File: src/lcd_ctrl_pkg.sv
package lcd_ctrl_pkg;

    // sequencer states
    typedef enum logic [3:0] {
        reset_hold,
        reset_wait,
        wake_cmd,
        wake_wait,
        config_table,
        caset,
        raset,
        ramwr,
        pixels
    } seq_state_t;

    // shift word, a byte sits in the upper half
    typedef logic [15:0] word_t;

    localparam int BYTE_BITS  = 8;
    localparam int PIXEL_BITS = 16;

    // wide enough for 16 bits still to send
    typedef logic [4:0]  bit_cnt_t;

    // pixels per frame
    typedef logic [19:0] pixel_cnt_t;

    // delay periods in system cycles
    typedef logic [23:0] delay_cnt_t;

endpackage

File: src/lcd_cmd_pkg.sv
package lcd_cmd_pkg;

    // one byte on the serial line, one rgb565 pixel
    typedef logic [7:0]  byte_t;
    typedef logic [15:0] pixel_t;

    // index into the configuration table
    typedef logic [5:0]  rom_addr_t;

    // dc level on the panel: low for a command, high for a parameter or pixel
    localparam logic DC_CMD  = 1'b0;
    localparam logic DC_DATA = 1'b1;

    // commands sent outside the table
    localparam byte_t CMD_SLPOUT = 8'h11;
    localparam byte_t CMD_CASET  = 8'h2A;
    localparam byte_t CMD_RASET  = 8'h2B;
    localparam byte_t CMD_RAMWR  = 8'h2C;

    // entries in the configuration table, commands and parameters together
    localparam int INIT_LEN = 40;

endpackage
File: src/spi_word_if.sv
`timescale 1ns/1ps

interface spi_word_if;

    logic                start;
    lcd_ctrl_pkg::word_t word;
    logic                is_data;
    logic                wide;
    logic                busy;
    logic                done;

    modport seq (
        output start,
        output word,
        output is_data,
        output wide,
        input  busy,
        input  done
    );

    modport shifter (
        input  start,
        input  word,
        input  is_data,
        input  wide,
        output busy,
        output done
    );

endinterface

File: src/st7735_ctrl.sv
`timescale 1ns/1ps

module st7735_ctrl #(
    parameter int DELAY_CYCLES = 1_200_000,
    parameter int WIDTH        = 160,
    parameter int HEIGHT       = 120
) (
    input  logic        SYSTEM_CLK,
    input  logic        rst_n,
    input  logic [15:0] pixel_color,
    output logic        cs,
    output logic        mosi,
    output logic        dc,
    output logic        lcd_clk,
    output logic        lcd_reset
);

    logic                   delay_start;
    logic                   delay_done;
    lcd_cmd_pkg::rom_addr_t rom_addr;
    lcd_cmd_pkg::byte_t     rom_byte;
    logic                   rom_is_data;
    logic                   rom_last;

    spi_word_if word_bus ();

    spi_shifter u_shifter (
        .SYSTEM_CLK (SYSTEM_CLK),
        .rst_n      (rst_n),
        .bus        (word_bus.shifter),
        .cs         (cs),
        .mosi       (mosi),
        .dc         (dc),
        .lcd_clk    (lcd_clk)
    );

    delay_timer #(
        .DELAY_CYCLES (DELAY_CYCLES)
    ) u_delay (
        .SYSTEM_CLK  (SYSTEM_CLK),
        .rst_n       (rst_n),
        .delay_start (delay_start),
        .delay_done  (delay_done)
    );

    init_rom u_rom (
        .rom_addr    (rom_addr),
        .rom_byte    (rom_byte),
        .rom_is_data (rom_is_data),
        .rom_last    (rom_last)
    );

    lcd_sequencer #(
        .WIDTH  (WIDTH),
        .HEIGHT (HEIGHT)
    ) u_seq (
        .SYSTEM_CLK  (SYSTEM_CLK),
        .rst_n       (rst_n),
        .bus         (word_bus.seq),
        .delay_start (delay_start),
        .delay_done  (delay_done),
        .rom_addr    (rom_addr),
        .rom_byte    (rom_byte),
        .rom_is_data (rom_is_data),
        .rom_last    (rom_last),
        .pixel_color (pixel_color),
        .lcd_reset   (lcd_reset)
    );

endmodule

File: src/lcd_sequencer.sv
`timescale 1ns/1ps

module lcd_sequencer #(
    parameter int WIDTH  = 160,
    parameter int HEIGHT = 120
) (
    input  logic                   SYSTEM_CLK,
    input  logic                   rst_n,
    spi_word_if.seq                bus,
    output logic                   delay_start,
    input  logic                   delay_done,
    output lcd_cmd_pkg::rom_addr_t rom_addr,
    input  lcd_cmd_pkg::byte_t     rom_byte,
    input  logic                   rom_is_data,
    input  logic                   rom_last,
    input  lcd_cmd_pkg::pixel_t    pixel_color,
    output logic                   lcd_reset
);

    lcd_ctrl_pkg::seq_state_t state;
    logic                     in_flight;
    logic [2:0]               win_idx;
    lcd_ctrl_pkg::pixel_cnt_t pixel_cnt;
    logic [15:0]              win_end;
    lcd_cmd_pkg::byte_t       tx_byte;
    logic                     tx_is_data;
    logic                     sending;
    logic                     launch;

    // byte for the current position
    always_comb begin
        tx_byte    = 8'h00;
        tx_is_data = lcd_cmd_pkg::DC_DATA;
        sending    = 1'b1;
        if (state == lcd_ctrl_pkg::raset) begin
            win_end = 16'(HEIGHT - 1);
        end else begin
            win_end = 16'(WIDTH - 1);
        end
        case (state)
            lcd_ctrl_pkg::wake_cmd: begin
                tx_byte    = lcd_cmd_pkg::CMD_SLPOUT;
                tx_is_data = lcd_cmd_pkg::DC_CMD;
            end
            lcd_ctrl_pkg::config_table: begin
                tx_byte    = rom_byte;
                tx_is_data = rom_is_data;
            end
            lcd_ctrl_pkg::caset, lcd_ctrl_pkg::raset: begin
                // start 0x0000, end at the last column or row
                case (win_idx)
                    3'd0: begin
                        tx_is_data = lcd_cmd_pkg::DC_CMD;
                        if (state == lcd_ctrl_pkg::caset) begin
                            tx_byte = lcd_cmd_pkg::CMD_CASET;
                        end else begin
                            tx_byte = lcd_cmd_pkg::CMD_RASET;
                        end
                    end
                    3'd3:    tx_byte = win_end[15:8];
                    3'd4:    tx_byte = win_end[7:0];
                    default: tx_byte = 8'h00;
                endcase
            end
            lcd_ctrl_pkg::ramwr: begin
                tx_byte    = lcd_cmd_pkg::CMD_RAMWR;
                tx_is_data = lcd_cmd_pkg::DC_CMD;
            end
            lcd_ctrl_pkg::pixels: begin
                tx_is_data = lcd_cmd_pkg::DC_DATA;
            end
            default: begin
                sending = 1'b0;
            end
        endcase
    end

    // one word at a time, next start two cycles after done at the earliest
    assign launch = sending && !in_flight && !bus.busy;

    always_ff @(posedge SYSTEM_CLK) begin
        if (launch) begin
            if (state == lcd_ctrl_pkg::pixels) begin
                bus.word <= pixel_color;
            end else begin
                bus.word <= {tx_byte, 8'h00};
            end
        end
    end

    always_ff @(posedge SYSTEM_CLK) begin
        if (!rst_n) begin
            state       <= lcd_ctrl_pkg::reset_hold;
            in_flight   <= 1'b0;
            win_idx     <= '0;
            pixel_cnt   <= '0;
            rom_addr    <= '0;
            lcd_reset   <= 1'b0;
            // hold delay runs from the first cycle out of reset
            delay_start <= 1'b1;
            bus.start   <= 1'b0;
            bus.is_data <= 1'b0;
            bus.wide    <= 1'b0;
        end else begin
            delay_start <= 1'b0;
            bus.start   <= 1'b0;
            if (launch) begin
                bus.start   <= 1'b1;
                bus.is_data <= tx_is_data;
                bus.wide    <= (state == lcd_ctrl_pkg::pixels);
                in_flight   <= 1'b1;
            end
            if (bus.done) begin
                in_flight <= 1'b0;
            end
            case (state)
                lcd_ctrl_pkg::reset_hold: begin
                    if (delay_done) begin
                        lcd_reset   <= 1'b1;
                        delay_start <= 1'b1;
                        state       <= lcd_ctrl_pkg::reset_wait;
                    end
                end
                lcd_ctrl_pkg::reset_wait: begin
                    if (delay_done) begin
                        state <= lcd_ctrl_pkg::wake_cmd;
                    end
                end
                lcd_ctrl_pkg::wake_cmd: begin
                    if (bus.done) begin
                        delay_start <= 1'b1;
                        state       <= lcd_ctrl_pkg::wake_wait;
                    end
                end
                lcd_ctrl_pkg::wake_wait: begin
                    if (delay_done) begin
                        rom_addr <= '0;
                        state    <= lcd_ctrl_pkg::config_table;
                    end
                end
                lcd_ctrl_pkg::config_table: begin
                    if (bus.done) begin
                        if (rom_last) begin
                            win_idx <= '0;
                            state   <= lcd_ctrl_pkg::caset;
                        end else begin
                            rom_addr <= rom_addr + 1'b1;
                        end
                    end
                end
                lcd_ctrl_pkg::caset, lcd_ctrl_pkg::raset: begin
                    if (bus.done) begin
                        if (win_idx == 3'd4) begin
                            win_idx <= '0;
                            if (state == lcd_ctrl_pkg::caset) begin
                                state <= lcd_ctrl_pkg::raset;
                            end else begin
                                state <= lcd_ctrl_pkg::ramwr;
                            end
                        end else begin
                            win_idx <= win_idx + 1'b1;
                        end
                    end
                end
                lcd_ctrl_pkg::ramwr: begin
                    if (bus.done) begin
                        pixel_cnt <= '0;
                        state     <= lcd_ctrl_pkg::pixels;
                    end
                end
                lcd_ctrl_pkg::pixels: begin
                    if (bus.done) begin
                        // frame complete, back to the window commands
                        if (pixel_cnt == lcd_ctrl_pkg::pixel_cnt_t'(WIDTH * HEIGHT - 1)) begin
                            win_idx <= '0;
                            state   <= lcd_ctrl_pkg::caset;
                        end else begin
                            pixel_cnt <= pixel_cnt + 1'b1;
                        end
                    end
                end
                default: begin
                    state <= lcd_ctrl_pkg::reset_hold;
                end
            endcase
        end
    end

endmodule

File: src/init_rom.sv
`timescale 1ns/1ps

module init_rom (
    input  lcd_cmd_pkg::rom_addr_t rom_addr,
    output lcd_cmd_pkg::byte_t     rom_byte,
    output logic                   rom_is_data,
    output logic                   rom_last
);

    // dc flag in the top bit, byte below
    logic [8:0] entry;

    always_comb begin
        case (rom_addr)
            // frame rate control
            6'd0:    entry = {lcd_cmd_pkg::DC_CMD,  8'hB1};
            6'd1:    entry = {lcd_cmd_pkg::DC_DATA, 8'h01};
            6'd2:    entry = {lcd_cmd_pkg::DC_DATA, 8'h2C};
            6'd3:    entry = {lcd_cmd_pkg::DC_DATA, 8'h2D};
            6'd4:    entry = {lcd_cmd_pkg::DC_CMD,  8'hB2};
            6'd5:    entry = {lcd_cmd_pkg::DC_DATA, 8'h01};
            6'd6:    entry = {lcd_cmd_pkg::DC_DATA, 8'h2C};
            6'd7:    entry = {lcd_cmd_pkg::DC_DATA, 8'h2D};
            6'd8:    entry = {lcd_cmd_pkg::DC_CMD,  8'hB3};
            6'd9:    entry = {lcd_cmd_pkg::DC_DATA, 8'h01};
            6'd10:   entry = {lcd_cmd_pkg::DC_DATA, 8'h2C};
            6'd11:   entry = {lcd_cmd_pkg::DC_DATA, 8'h2D};
            6'd12:   entry = {lcd_cmd_pkg::DC_DATA, 8'h01};
            6'd13:   entry = {lcd_cmd_pkg::DC_DATA, 8'h2C};
            6'd14:   entry = {lcd_cmd_pkg::DC_DATA, 8'h2D};
            // inversion control
            6'd15:   entry = {lcd_cmd_pkg::DC_CMD,  8'hB4};
            6'd16:   entry = {lcd_cmd_pkg::DC_DATA, 8'h07};
            // power control
            6'd17:   entry = {lcd_cmd_pkg::DC_CMD,  8'hC0};
            6'd18:   entry = {lcd_cmd_pkg::DC_DATA, 8'hA2};
            6'd19:   entry = {lcd_cmd_pkg::DC_DATA, 8'h02};
            6'd20:   entry = {lcd_cmd_pkg::DC_DATA, 8'h84};
            6'd21:   entry = {lcd_cmd_pkg::DC_CMD,  8'hC1};
            6'd22:   entry = {lcd_cmd_pkg::DC_DATA, 8'hC5};
            6'd23:   entry = {lcd_cmd_pkg::DC_CMD,  8'hC2};
            6'd24:   entry = {lcd_cmd_pkg::DC_DATA, 8'h0A};
            6'd25:   entry = {lcd_cmd_pkg::DC_DATA, 8'h00};
            6'd26:   entry = {lcd_cmd_pkg::DC_CMD,  8'hC3};
            6'd27:   entry = {lcd_cmd_pkg::DC_DATA, 8'h8A};
            6'd28:   entry = {lcd_cmd_pkg::DC_DATA, 8'h2A};
            6'd29:   entry = {lcd_cmd_pkg::DC_CMD,  8'hC4};
            6'd30:   entry = {lcd_cmd_pkg::DC_DATA, 8'h8A};
            6'd31:   entry = {lcd_cmd_pkg::DC_DATA, 8'hEE};
            6'd32:   entry = {lcd_cmd_pkg::DC_CMD,  8'hC5};
            6'd33:   entry = {lcd_cmd_pkg::DC_DATA, 8'h0E};
            // rgb565, row/column order, inversion on, display on
            6'd34:   entry = {lcd_cmd_pkg::DC_CMD,  8'h3A};
            6'd35:   entry = {lcd_cmd_pkg::DC_DATA, 8'h05};
            6'd36:   entry = {lcd_cmd_pkg::DC_CMD,  8'h36};
            6'd37:   entry = {lcd_cmd_pkg::DC_DATA, 8'hC8};
            6'd38:   entry = {lcd_cmd_pkg::DC_CMD,  8'h21};
            6'd39:   entry = {lcd_cmd_pkg::DC_CMD,  8'h29};
            default: entry = {lcd_cmd_pkg::DC_CMD,  8'h00};
        endcase
    end

    assign rom_is_data = entry[8];
    assign rom_byte    = entry[7:0];
    assign rom_last    = (rom_addr == lcd_cmd_pkg::rom_addr_t'(lcd_cmd_pkg::INIT_LEN - 1));

endmodule

File: src/delay_timer.sv
`timescale 1ns/1ps

module delay_timer #(
    parameter int DELAY_CYCLES = 1_200_000
) (
    input  logic SYSTEM_CLK,
    input  logic rst_n,
    input  logic delay_start,
    output logic delay_done
);

    lcd_ctrl_pkg::delay_cnt_t count;

    // zero means idle; done lands DELAY_CYCLES after the start pulse
    always_ff @(posedge SYSTEM_CLK) begin
        if (!rst_n) begin
            count      <= '0;
            delay_done <= 1'b0;
        end else begin
            delay_done <= 1'b0;
            if (delay_start) begin
                count <= lcd_ctrl_pkg::delay_cnt_t'(DELAY_CYCLES - 1);
            end else if (count != '0) begin
                count      <= count - 1'b1;
                delay_done <= (count == lcd_ctrl_pkg::delay_cnt_t'(1));
            end
        end
    end

endmodule

File: src/spi_shifter.sv
`timescale 1ns/1ps

module spi_shifter (
    input  logic        SYSTEM_CLK,
    input  logic        rst_n,
    spi_word_if.shifter bus,
    output logic        cs,
    output logic        mosi,
    output logic        dc,
    output logic        lcd_clk
);

    lcd_ctrl_pkg::word_t    shift_reg;
    lcd_ctrl_pkg::bit_cnt_t bits_left;

    // msb goes out with the start, the rest one per falling lcd_clk
    always_ff @(posedge SYSTEM_CLK) begin
        if (bus.start && !bus.busy) begin
            shift_reg <= {bus.word[14:0], 1'b0};
        end else if (bus.busy && lcd_clk) begin
            shift_reg <= {shift_reg[14:0], 1'b0};
        end
    end

    always_ff @(posedge SYSTEM_CLK) begin
        if (!rst_n) begin
            cs        <= 1'b1;
            lcd_clk   <= 1'b1;
            mosi      <= 1'b0;
            dc        <= 1'b0;
            bits_left <= '0;
            bus.busy  <= 1'b0;
            bus.done  <= 1'b0;
        end else begin
            bus.done <= 1'b0;
            if (!bus.busy) begin
                if (bus.start) begin
                    // cs and the first falling edge together
                    cs       <= 1'b0;
                    lcd_clk  <= 1'b0;
                    mosi     <= bus.word[15];
                    dc       <= bus.is_data;
                    bus.busy <= 1'b1;
                    if (bus.wide) begin
                        bits_left <= lcd_ctrl_pkg::bit_cnt_t'(lcd_ctrl_pkg::PIXEL_BITS);
                    end else begin
                        bits_left <= lcd_ctrl_pkg::bit_cnt_t'(lcd_ctrl_pkg::BYTE_BITS);
                    end
                end
            end else if (!lcd_clk) begin
                // rising edge, panel samples mosi here
                lcd_clk   <= 1'b1;
                bits_left <= bits_left - 1'b1;
                if (bits_left == lcd_ctrl_pkg::bit_cnt_t'(1)) begin
                    cs       <= 1'b1;
                    bus.busy <= 1'b0;
                    bus.done <= 1'b1;
                end
            end else begin
                lcd_clk <= 1'b0;
                mosi    <= shift_reg[15];
            end
        end
    end

endmodule

File: config.mk
export PLATFORM = sky130hd
export DESIGN_NAME = st7735_ctrl
export DESIGN_NICKNAME = d
export VERILOG_FILES = /design/src/lcd_ctrl_pkg.sv /design/src/lcd_cmd_pkg.sv /design/src/spi_word_if.sv /design/src/st7735_ctrl.sv /design/src/lcd_sequencer.sv /design/src/init_rom.sv /design/src/delay_timer.sv /design/src/spi_shifter.sv
export SDC_FILE = /design/constraint.sdc
export NUM_CORES = 1
export LEC_CHECK = 0
export ABC_CLOCK_PERIOD_IN_PS = 5130
export BUFFER_PORTS_ARGS = -buffer_cell sky130_fd_sc_hd__buf_2
export CORE_MARGIN = 2
export CORE_UTILIZATION = 55
export CTS_CLUSTER_SIZE = 30
export DETAILED_ROUTE_END_ITERATION = 7
export PLACE_DENSITY = 0.81
export RECOVER_POWER = 100
export REMOVE_ABC_BUFFERS = 1
export SLEW_MARGIN = 20
export SYNTH_ARGS = -nofsm -noshare
export SYNTH_HDL_FRONTEND = slang
export SYNTH_SLANG_ARGS = --single-unit
File: constraint.sdc
create_clock -name SYSTEM_CLK -period 5.13 [get_ports SYSTEM_CLK]
set_input_delay 0.513 -clock SYSTEM_CLK [delete_from_list [all_inputs] [get_ports SYSTEM_CLK]]
set_output_delay 0.513 -clock SYSTEM_CLK [all_outputs]
set_load 0.01 [all_outputs]
# Word-level counts from Yosys, hierarchy flattened
# Memory sizes are Yosys's and may differ from the RTL's. A register that Yosys moved wholly into a read port is not among the register bits.
# Cells that the tools add are included.
# totals
romBits	576
n_memories	1
output_inout_bits	5
wordCells	157
in_bits	18
reg_bits	106
# op_classes
mux	64
eq_ne	30
n_addsub	5
bitwise	3
n_reduce_logical	31
# memory_table
memory	words	width	rd	rd_clocked_by_memory_dff	wr	line_no	source
(no name shown)	64	9	1	1	0	init_rom.sv:14	case (rom_addr)
# op_table
cell	count
20-bit 2-to-1 mux	3
16-bit 2-to-1 mux	3
4-bit 2-to-1 mux	11
21-bit 2-to-1 mux	2
20-bit one-hot mux with 2 select lines	1
4-bit one-hot mux with 8 select lines	1
8-bit one-hot mux with 4 select lines	1
6-bit 2-to-1 mux	5
2-bit inequality test, second input constant	15
24-bit by 1-bit equality test with 1-bit output, second input constant	1
8-bit one-hot mux with 3 select lines	1
24-bit nonzero test	1
24-bit by 1-bit subtractor with 24-bit output, second input constant	1
1-bit 2-to-1 mux	21
20-bit by 1-bit adder with 20-bit output, second input constant	1
20-bit by 15-bit equality test with 1-bit output, second input constant	1
5-bit 2-to-1 mux	4
3-bit 2-to-1 mux	6
4-bit by 3-bit equality test with 1-bit output, second input constant	4
6-bit one-hot mux with 2 select lines	1
11-bit AND reduction	1
2-bit nonzero test	5
3-bit one-hot mux with 3 select lines	1
4-bit by 2-bit equality test with 1-bit output, second input constant	2
26 further kinds	40

# Depth between registers and ports, before layout
# depth
ltp_word	6
depth_mapped	11
ltp_nobuf	10

# Hierarchy
# A second synthesis with hierarchy kept.
# unflattened
cells_unflattened	684
hier_area_um2	6117.1
# by_module_without_submodules
mod	instances	area_per_inst_um2	cells_per_inst	seq_area_each_um2
lcd_sequencer	1	2984.1	324	1261.2
delay_timer	1	1323.8	150	500.5
spi_shifter	1	1214.9	121	670.6
init_rom	1	594.3	89	0.0

# Worst setup path after synthesis
# OpenSTA, ideal clock, no wires.
# synth_timing
path_kind	flip-flop to flip-flop
startpoint	register u_seq.state[1]
endpoint	register u_seq.bus.is_data
setup_ns	0.117
slack_ns	2.069
path_buffers	2
stages_incl_launch_ff	8
synth_period_minus_slack_ns	3.061
arrival_time_ns	2.944
t_required_ns	5.013
cell_sequence	dfxtp_1 > buf_6 > nor4b_4 > clkbuf_1 > nor2_1 > nor3_1 > o211ai_1 > o211a_1
# synth_between
elab_chain_cells	5
elab_cells_between_ends	13
classes_between	6 x eq/ne; 2 x mux; 5 x reduce/logical
# synth_rtl
element	line_no	source
from (decl)	lcd_sequencer.sv:20	lcd_ctrl_pkg::seq_state_t state;
from (signal assigned)	lcd_sequencer.sv:93	state <= lcd_ctrl_pkg::reset_hold;
from (signal assigned)	lcd_sequencer.sv:121	state <= lcd_ctrl_pkg::reset_wait;
from (signal assigned)	lcd_sequencer.sv:126	state <= lcd_ctrl_pkg::wake_cmd;
4-bit by 2-bit equality test with 1-bit output (tied with other cells)	lcd_sequencer.sv:40	case (state)
6-bit OR reduction (no line) (*)	n/a	
1-bit 2-to-1 mux (*)	lcd_sequencer.sv:40	
1-bit logical AND (*) (2 in series)	lcd_sequencer.sv:79	assign launch = sending && !in_flight && !bus.busy;
via u_seq.launch	lcd_sequencer.sv:28	logic launch;
to (signal assigned)	lcd_sequencer.sv:109	bus.is_data <= tx_is_data;
to (decl)	spi_word_if.sv:15	output is_data,
# Mark *: on every way through the listed nets, which the timed path passes. The rest lies on a longest branch.
# A chain may end at the register's enable or synchronous reset.

# Worst setup path after layout
# layout_timing
startpoint	register u_seq.state[3]
endpoint	register u_seq.bus.is_data
# Same word-level chain as after synthesis.

==> qor.csv <==
stage,metric,value,unit
layout,largest_reg_flops,24,
job,cap_violations,1,
hold_path,hold_path_class,in -> reg,
timing,fin_worst_skew,0.00740,ns
worst_setup_path,cp.required,5.55,ns
synth,synth_edf_count,31,
routing,antenna_left,0,
layout,top_register,u_delay.count,
clock_network,cts_resized,0,
grt,grt_max_degree,29,
layout,drive_gt1_share,10.7,%
worst_setup_path,crit_chain,"nor4b_4, clkbuf_1, nor2_1, nor3_1, buf_4, o211ai_1, o211a_1",
timing,tightest_slew,1.86,ns
place,place_ws,1.88,ns
floorplan,die-width,109,um
worst_setup_path,cp_slowest_cell,nor3_1,
clock_network,post_cts_buffers,0,
clock_network,cts_inserted_buffers,17,
timing,rsz0062_at_grt,false,
synth,synth_compound_area_share,16.9,%
floorplan,die_h,109,um
synth,synthAdderAreaFrac,3.08,%
routing,via_per_inst,5.89,
worst_setup_path,regToRegSetupSlack,1.14,ns
pwr,peakVddDrop,269,uV
synth,synth-seq-area-share,42.9,%
synth,synthCells,687,
routing,drc,0,
synth,synthSimpleGateAreaFrac,24.9,%
grt,grt_pass1_vias,4881,
routing,wl_met3,741,um
routing,wl,13400,um
routing,wl_met2,6660,um
pwr,switchingPower,848,uW
layout,layout_common_cells,"nor2_1 (91), nand2_1 (89), dfxtp_1 (84), a21oi_1 (49), edfxtp_1 (31)",
synth,synth_cell_type_count,90,
worst_setup_path,end_kind,flop,
grt,antenna_found_initial,0,
clock_network,cts.clk_slew.worst_paths,0.06,ns
hold_path,min-delay-start,pixel_color[0],
grt,globalRouteOverflowTotal,0,
worst_setup_path,worstReg2RegStart,u_seq.state[3]$_SDFFE_PN0P_,
status,violations,"max-capacitance violations, max-slew violations",
worst_setup_path,reg2reg_depth,7,
synth,async_flop_share,0,%
layout,antenna_cells,0,
timing,slew_headroom,-25.3,%
clock_network,clock_latency,0.53,ns
layout,final_common_cell,nor2_1,
floorplan,coreArea,0.0108,mm2
worst_setup_path,cp_max_fo,25,
worst_setup_path,cpLargestDelayFamily,simple AND/OR/NAND/NOR gates,
hold_path,holdPathEnd,u_seq.bus.word[0]$_SDFFCE_PN0P_,
pwr,sw_frac_of_total,30.6,%
synth,synthXorXnorAreaFrac,6.18,%
timing,period_share,77.8,%
worst_setup_path,cp_num_buf_inv,2,
floorplan,io_pins,23,
worst_setup_path,slowest_delay,1.04,ns
grt,grt_usage,23.9,%
layout,fin_nets,733,
floorplan,fp.dieArea,0.0119,mm2
layout,areaGrowthSynthToFinish,10.5,%
clock_network,root_buffer,clkbuf_8,
routing,post_drt_wl_per_cell,15.7,um
timing,hold_viol_final,0,
timing,final.setup.worst_slack,1.14,ns
status,outcome,"finished, violations left",
worst_setup_path,critPathLaunchType,flop,
hold_path,hold_path_depth,2,
routing,highest_layer,met4,
routing,vias,5024,
place,gp_congestion,0.892,
pwr,p_int,1.92,mW
clock_network,htree_levels,4,
synth,avgSynthCellArea,8.87,um2
floorplan,rows,38,
timing,finalSetupTns,0,ns
timing,setup_viol,0,
floorplan,initial_core_util,56.2,%
place,port-buffer-count,22,
layout,largest_registers,"u_delay.count (24), u_seq.pixel_cnt (20), u_seq.bus.word (16)",
synth,ys_ff_latch,115,
pwr,power_density,412,mW/mm2
clock_network,cts_sinks,115,
synth,ys.flop_type,dfxtp_1,
place,dp_hpwl,8900,um
pwr,p_clk_share,38.9,%
grt,grt_pass1_wl,22300,um
worst_setup_path,crit_type,reg -> reg,
routing,wl_met1,5570,um
timing,max_freq,0.250,GHz
synth,synth_area,0.00609,mm2
routing,firstDrtPassIters,6,
layout,final_util,62.1,%
layout,fill_cells,903,
worst_setup_path,arrival,4.41,ns
synth,ys_warn_count,0,
pwr,p_leak,2.56,nW
pwr,seqPwrFrac,44.5,%
synth,muxShareOfSynthArea,1.85,%
timing,finalCriticalPeriod,3.99,ns
timing,drv_slew,19,
clock_network,cts_tree,built,
clock_network,ctsHoldBuffers,0,
clock_network,clk_path_buf_depth,2,
synth,synth_top_family_by_area,simple AND/OR/NAND/NOR gates,
routing,drtIter0Drc,398,
worst_setup_path,r2r_end,u_seq.bus.is_data$_SDFFE_PN0P_,
pwr,p_comb_share,16.6,%
## synth_stat cells, types with 4 or more instances
| cell | n | area (um2) |
|---|---|---|
| buf_6 | 4 | 45.0 |
| a21oi_1 | 48 | 240 |
| xor2_1 | 26 | 228 |
| nand3_1 | 20 | 100 |
| nand4_1 | 4 | 25.0 |
| and3_1 | 4 | 25.0 |
| a31oi_1 | 7 | 43.8 |
| buf_1 | 4 | 15.0 |
| dfxtp_1 | 84 | 1680 |
| o21a_1 | 8 | 60.1 |
| o21ai_0 | 20 | 100 |
| ha_1 | 15 | 188 |
| mux2i_1 | 9 | 90.1 |
| buf_2 | 5 | 25.0 |
| nor2b_1 | 7 | 43.8 |
| nand2b_1 | 10 | 62.6 |
| a21o_1 | 4 | 30.0 |
| nor3_1 | 15 | 75.1 |
| xnor2_1 | 17 | 149 |
| nor4_1 | 6 | 37.5 |
| and2_1 | 11 | 68.8 |
| nand3b_1 | 4 | 30.0 |
| o211ai_1 | 6 | 45.0 |
| clkbuf_1 | 18 | 67.6 |
| or3_1 | 7 | 43.8 |
| o21ai_1 | 5 | 25.0 |
| a211oi_1 | 4 | 30.0 |
| inv_1 | 22 | 82.6 |
| nand2_1 | 88 | 330 |
| nor2_1 | 91 | 342 |
| edfxtp_1 | 31 | 931 |
## per-layer routing
metal | vias up | track usage (%)
li1 | 2466 | -
met2 | 158 | 41.2
met1 | 2347 | 27.2
met5 | - | 0
met4 | 0 | 10.8
met3 | 53 | 6.99
## logic make-up (layout without fill, tap and decap cells)
kind of cell / after synthesis / in the layout
buffers and inverters: 57 / 83
and+or+nand+nor: 299 / 299
muxes: 11 / 11
adders and majority gates: 15 / 15
AOI/OAI and AO/OA: 147 / 147
xor gates and xnor gates: 43 / 43
DFF: 115 / 115
## power groups by stage
stage / registers [mW] / clock network [mW] / logic, mW
floorplan: 1.22 / 0 / 0.337
global placement: 1.24 / 0 / 0.437
detailed placement: 1.25 / 0 / 0.459
CTS: 1.23 / 1.10 / 0.468
global route: 1.26 / 1.14 / 0.516
finish: 1.23 / 1.08 / 0.459
## per-stage QoR
stage | instance area, um2 | cells | hold WS [ns] | power [mW]
after global routing | 6730 | 853 | 0.248 | 2.91
final | 6730 | 853 | 0.262 | 2.77
after global placement | 6250 | 821 | 0.432 | 1.67
after CTS | 6800 | 853 | 0.240 | 2.80
after detailed placement | 6250 | 821 | 0.436 | 1.71
after floorplan | 5930 | 655 | 0.426 | 1.56
## area by class of cell
| cell class | count | area, um2 | area share (%) |
|---|---|---|---|
| clock inverters | 15 | 134 | 1.99 |
| well taps | 140 | 175 | 2.60 |
| multi-input cells | 515 | 3180 | 47.2 |
| flip-flops and latches | 115 | 2610 | 38.8 |
| clock buffers | 17 | 414 | 6.15 |
| inverters | 25 | 93.8 | 1.39 |
| repair buffers | 26 | 126 | 1.88 |
## worst max path at each step
| stage | from | to | slack, ns | cells past startpoint |
|---|---|---|---|---|
| floorplan | u_seq.state[3]$_SDFFE_PN0P_ | u_seq.bus.is_data$_SDFFE_PN0P_ | 1.63 | 5 |
| global placement | u_seq.state[2]$_SDFFE_PN0P_ | u_rom.entry[0]$_DFF_P_ | 1.98 | 10 |
| detailed placement | u_seq.state[2]$_SDFFE_PN0P_ | u_rom.entry[6]$_DFF_P_ | 1.88 | 10 |
| CTS | u_seq.state[2]$_SDFFE_PN0P_ | u_rom.entry[6]$_DFF_P_ | 1.86 | 10 |
| global route | u_seq.state[3]$_SDFFE_PN0P_ | u_seq.bus.is_data$_SDFFE_PN0P_ | 0.87 | 7 |
| finish | u_seq.state[3]$_SDFFE_PN0P_ | u_seq.bus.is_data$_SDFFE_PN0P_ | 1.14 | 7 |
(Power assumes the default switching activity.)
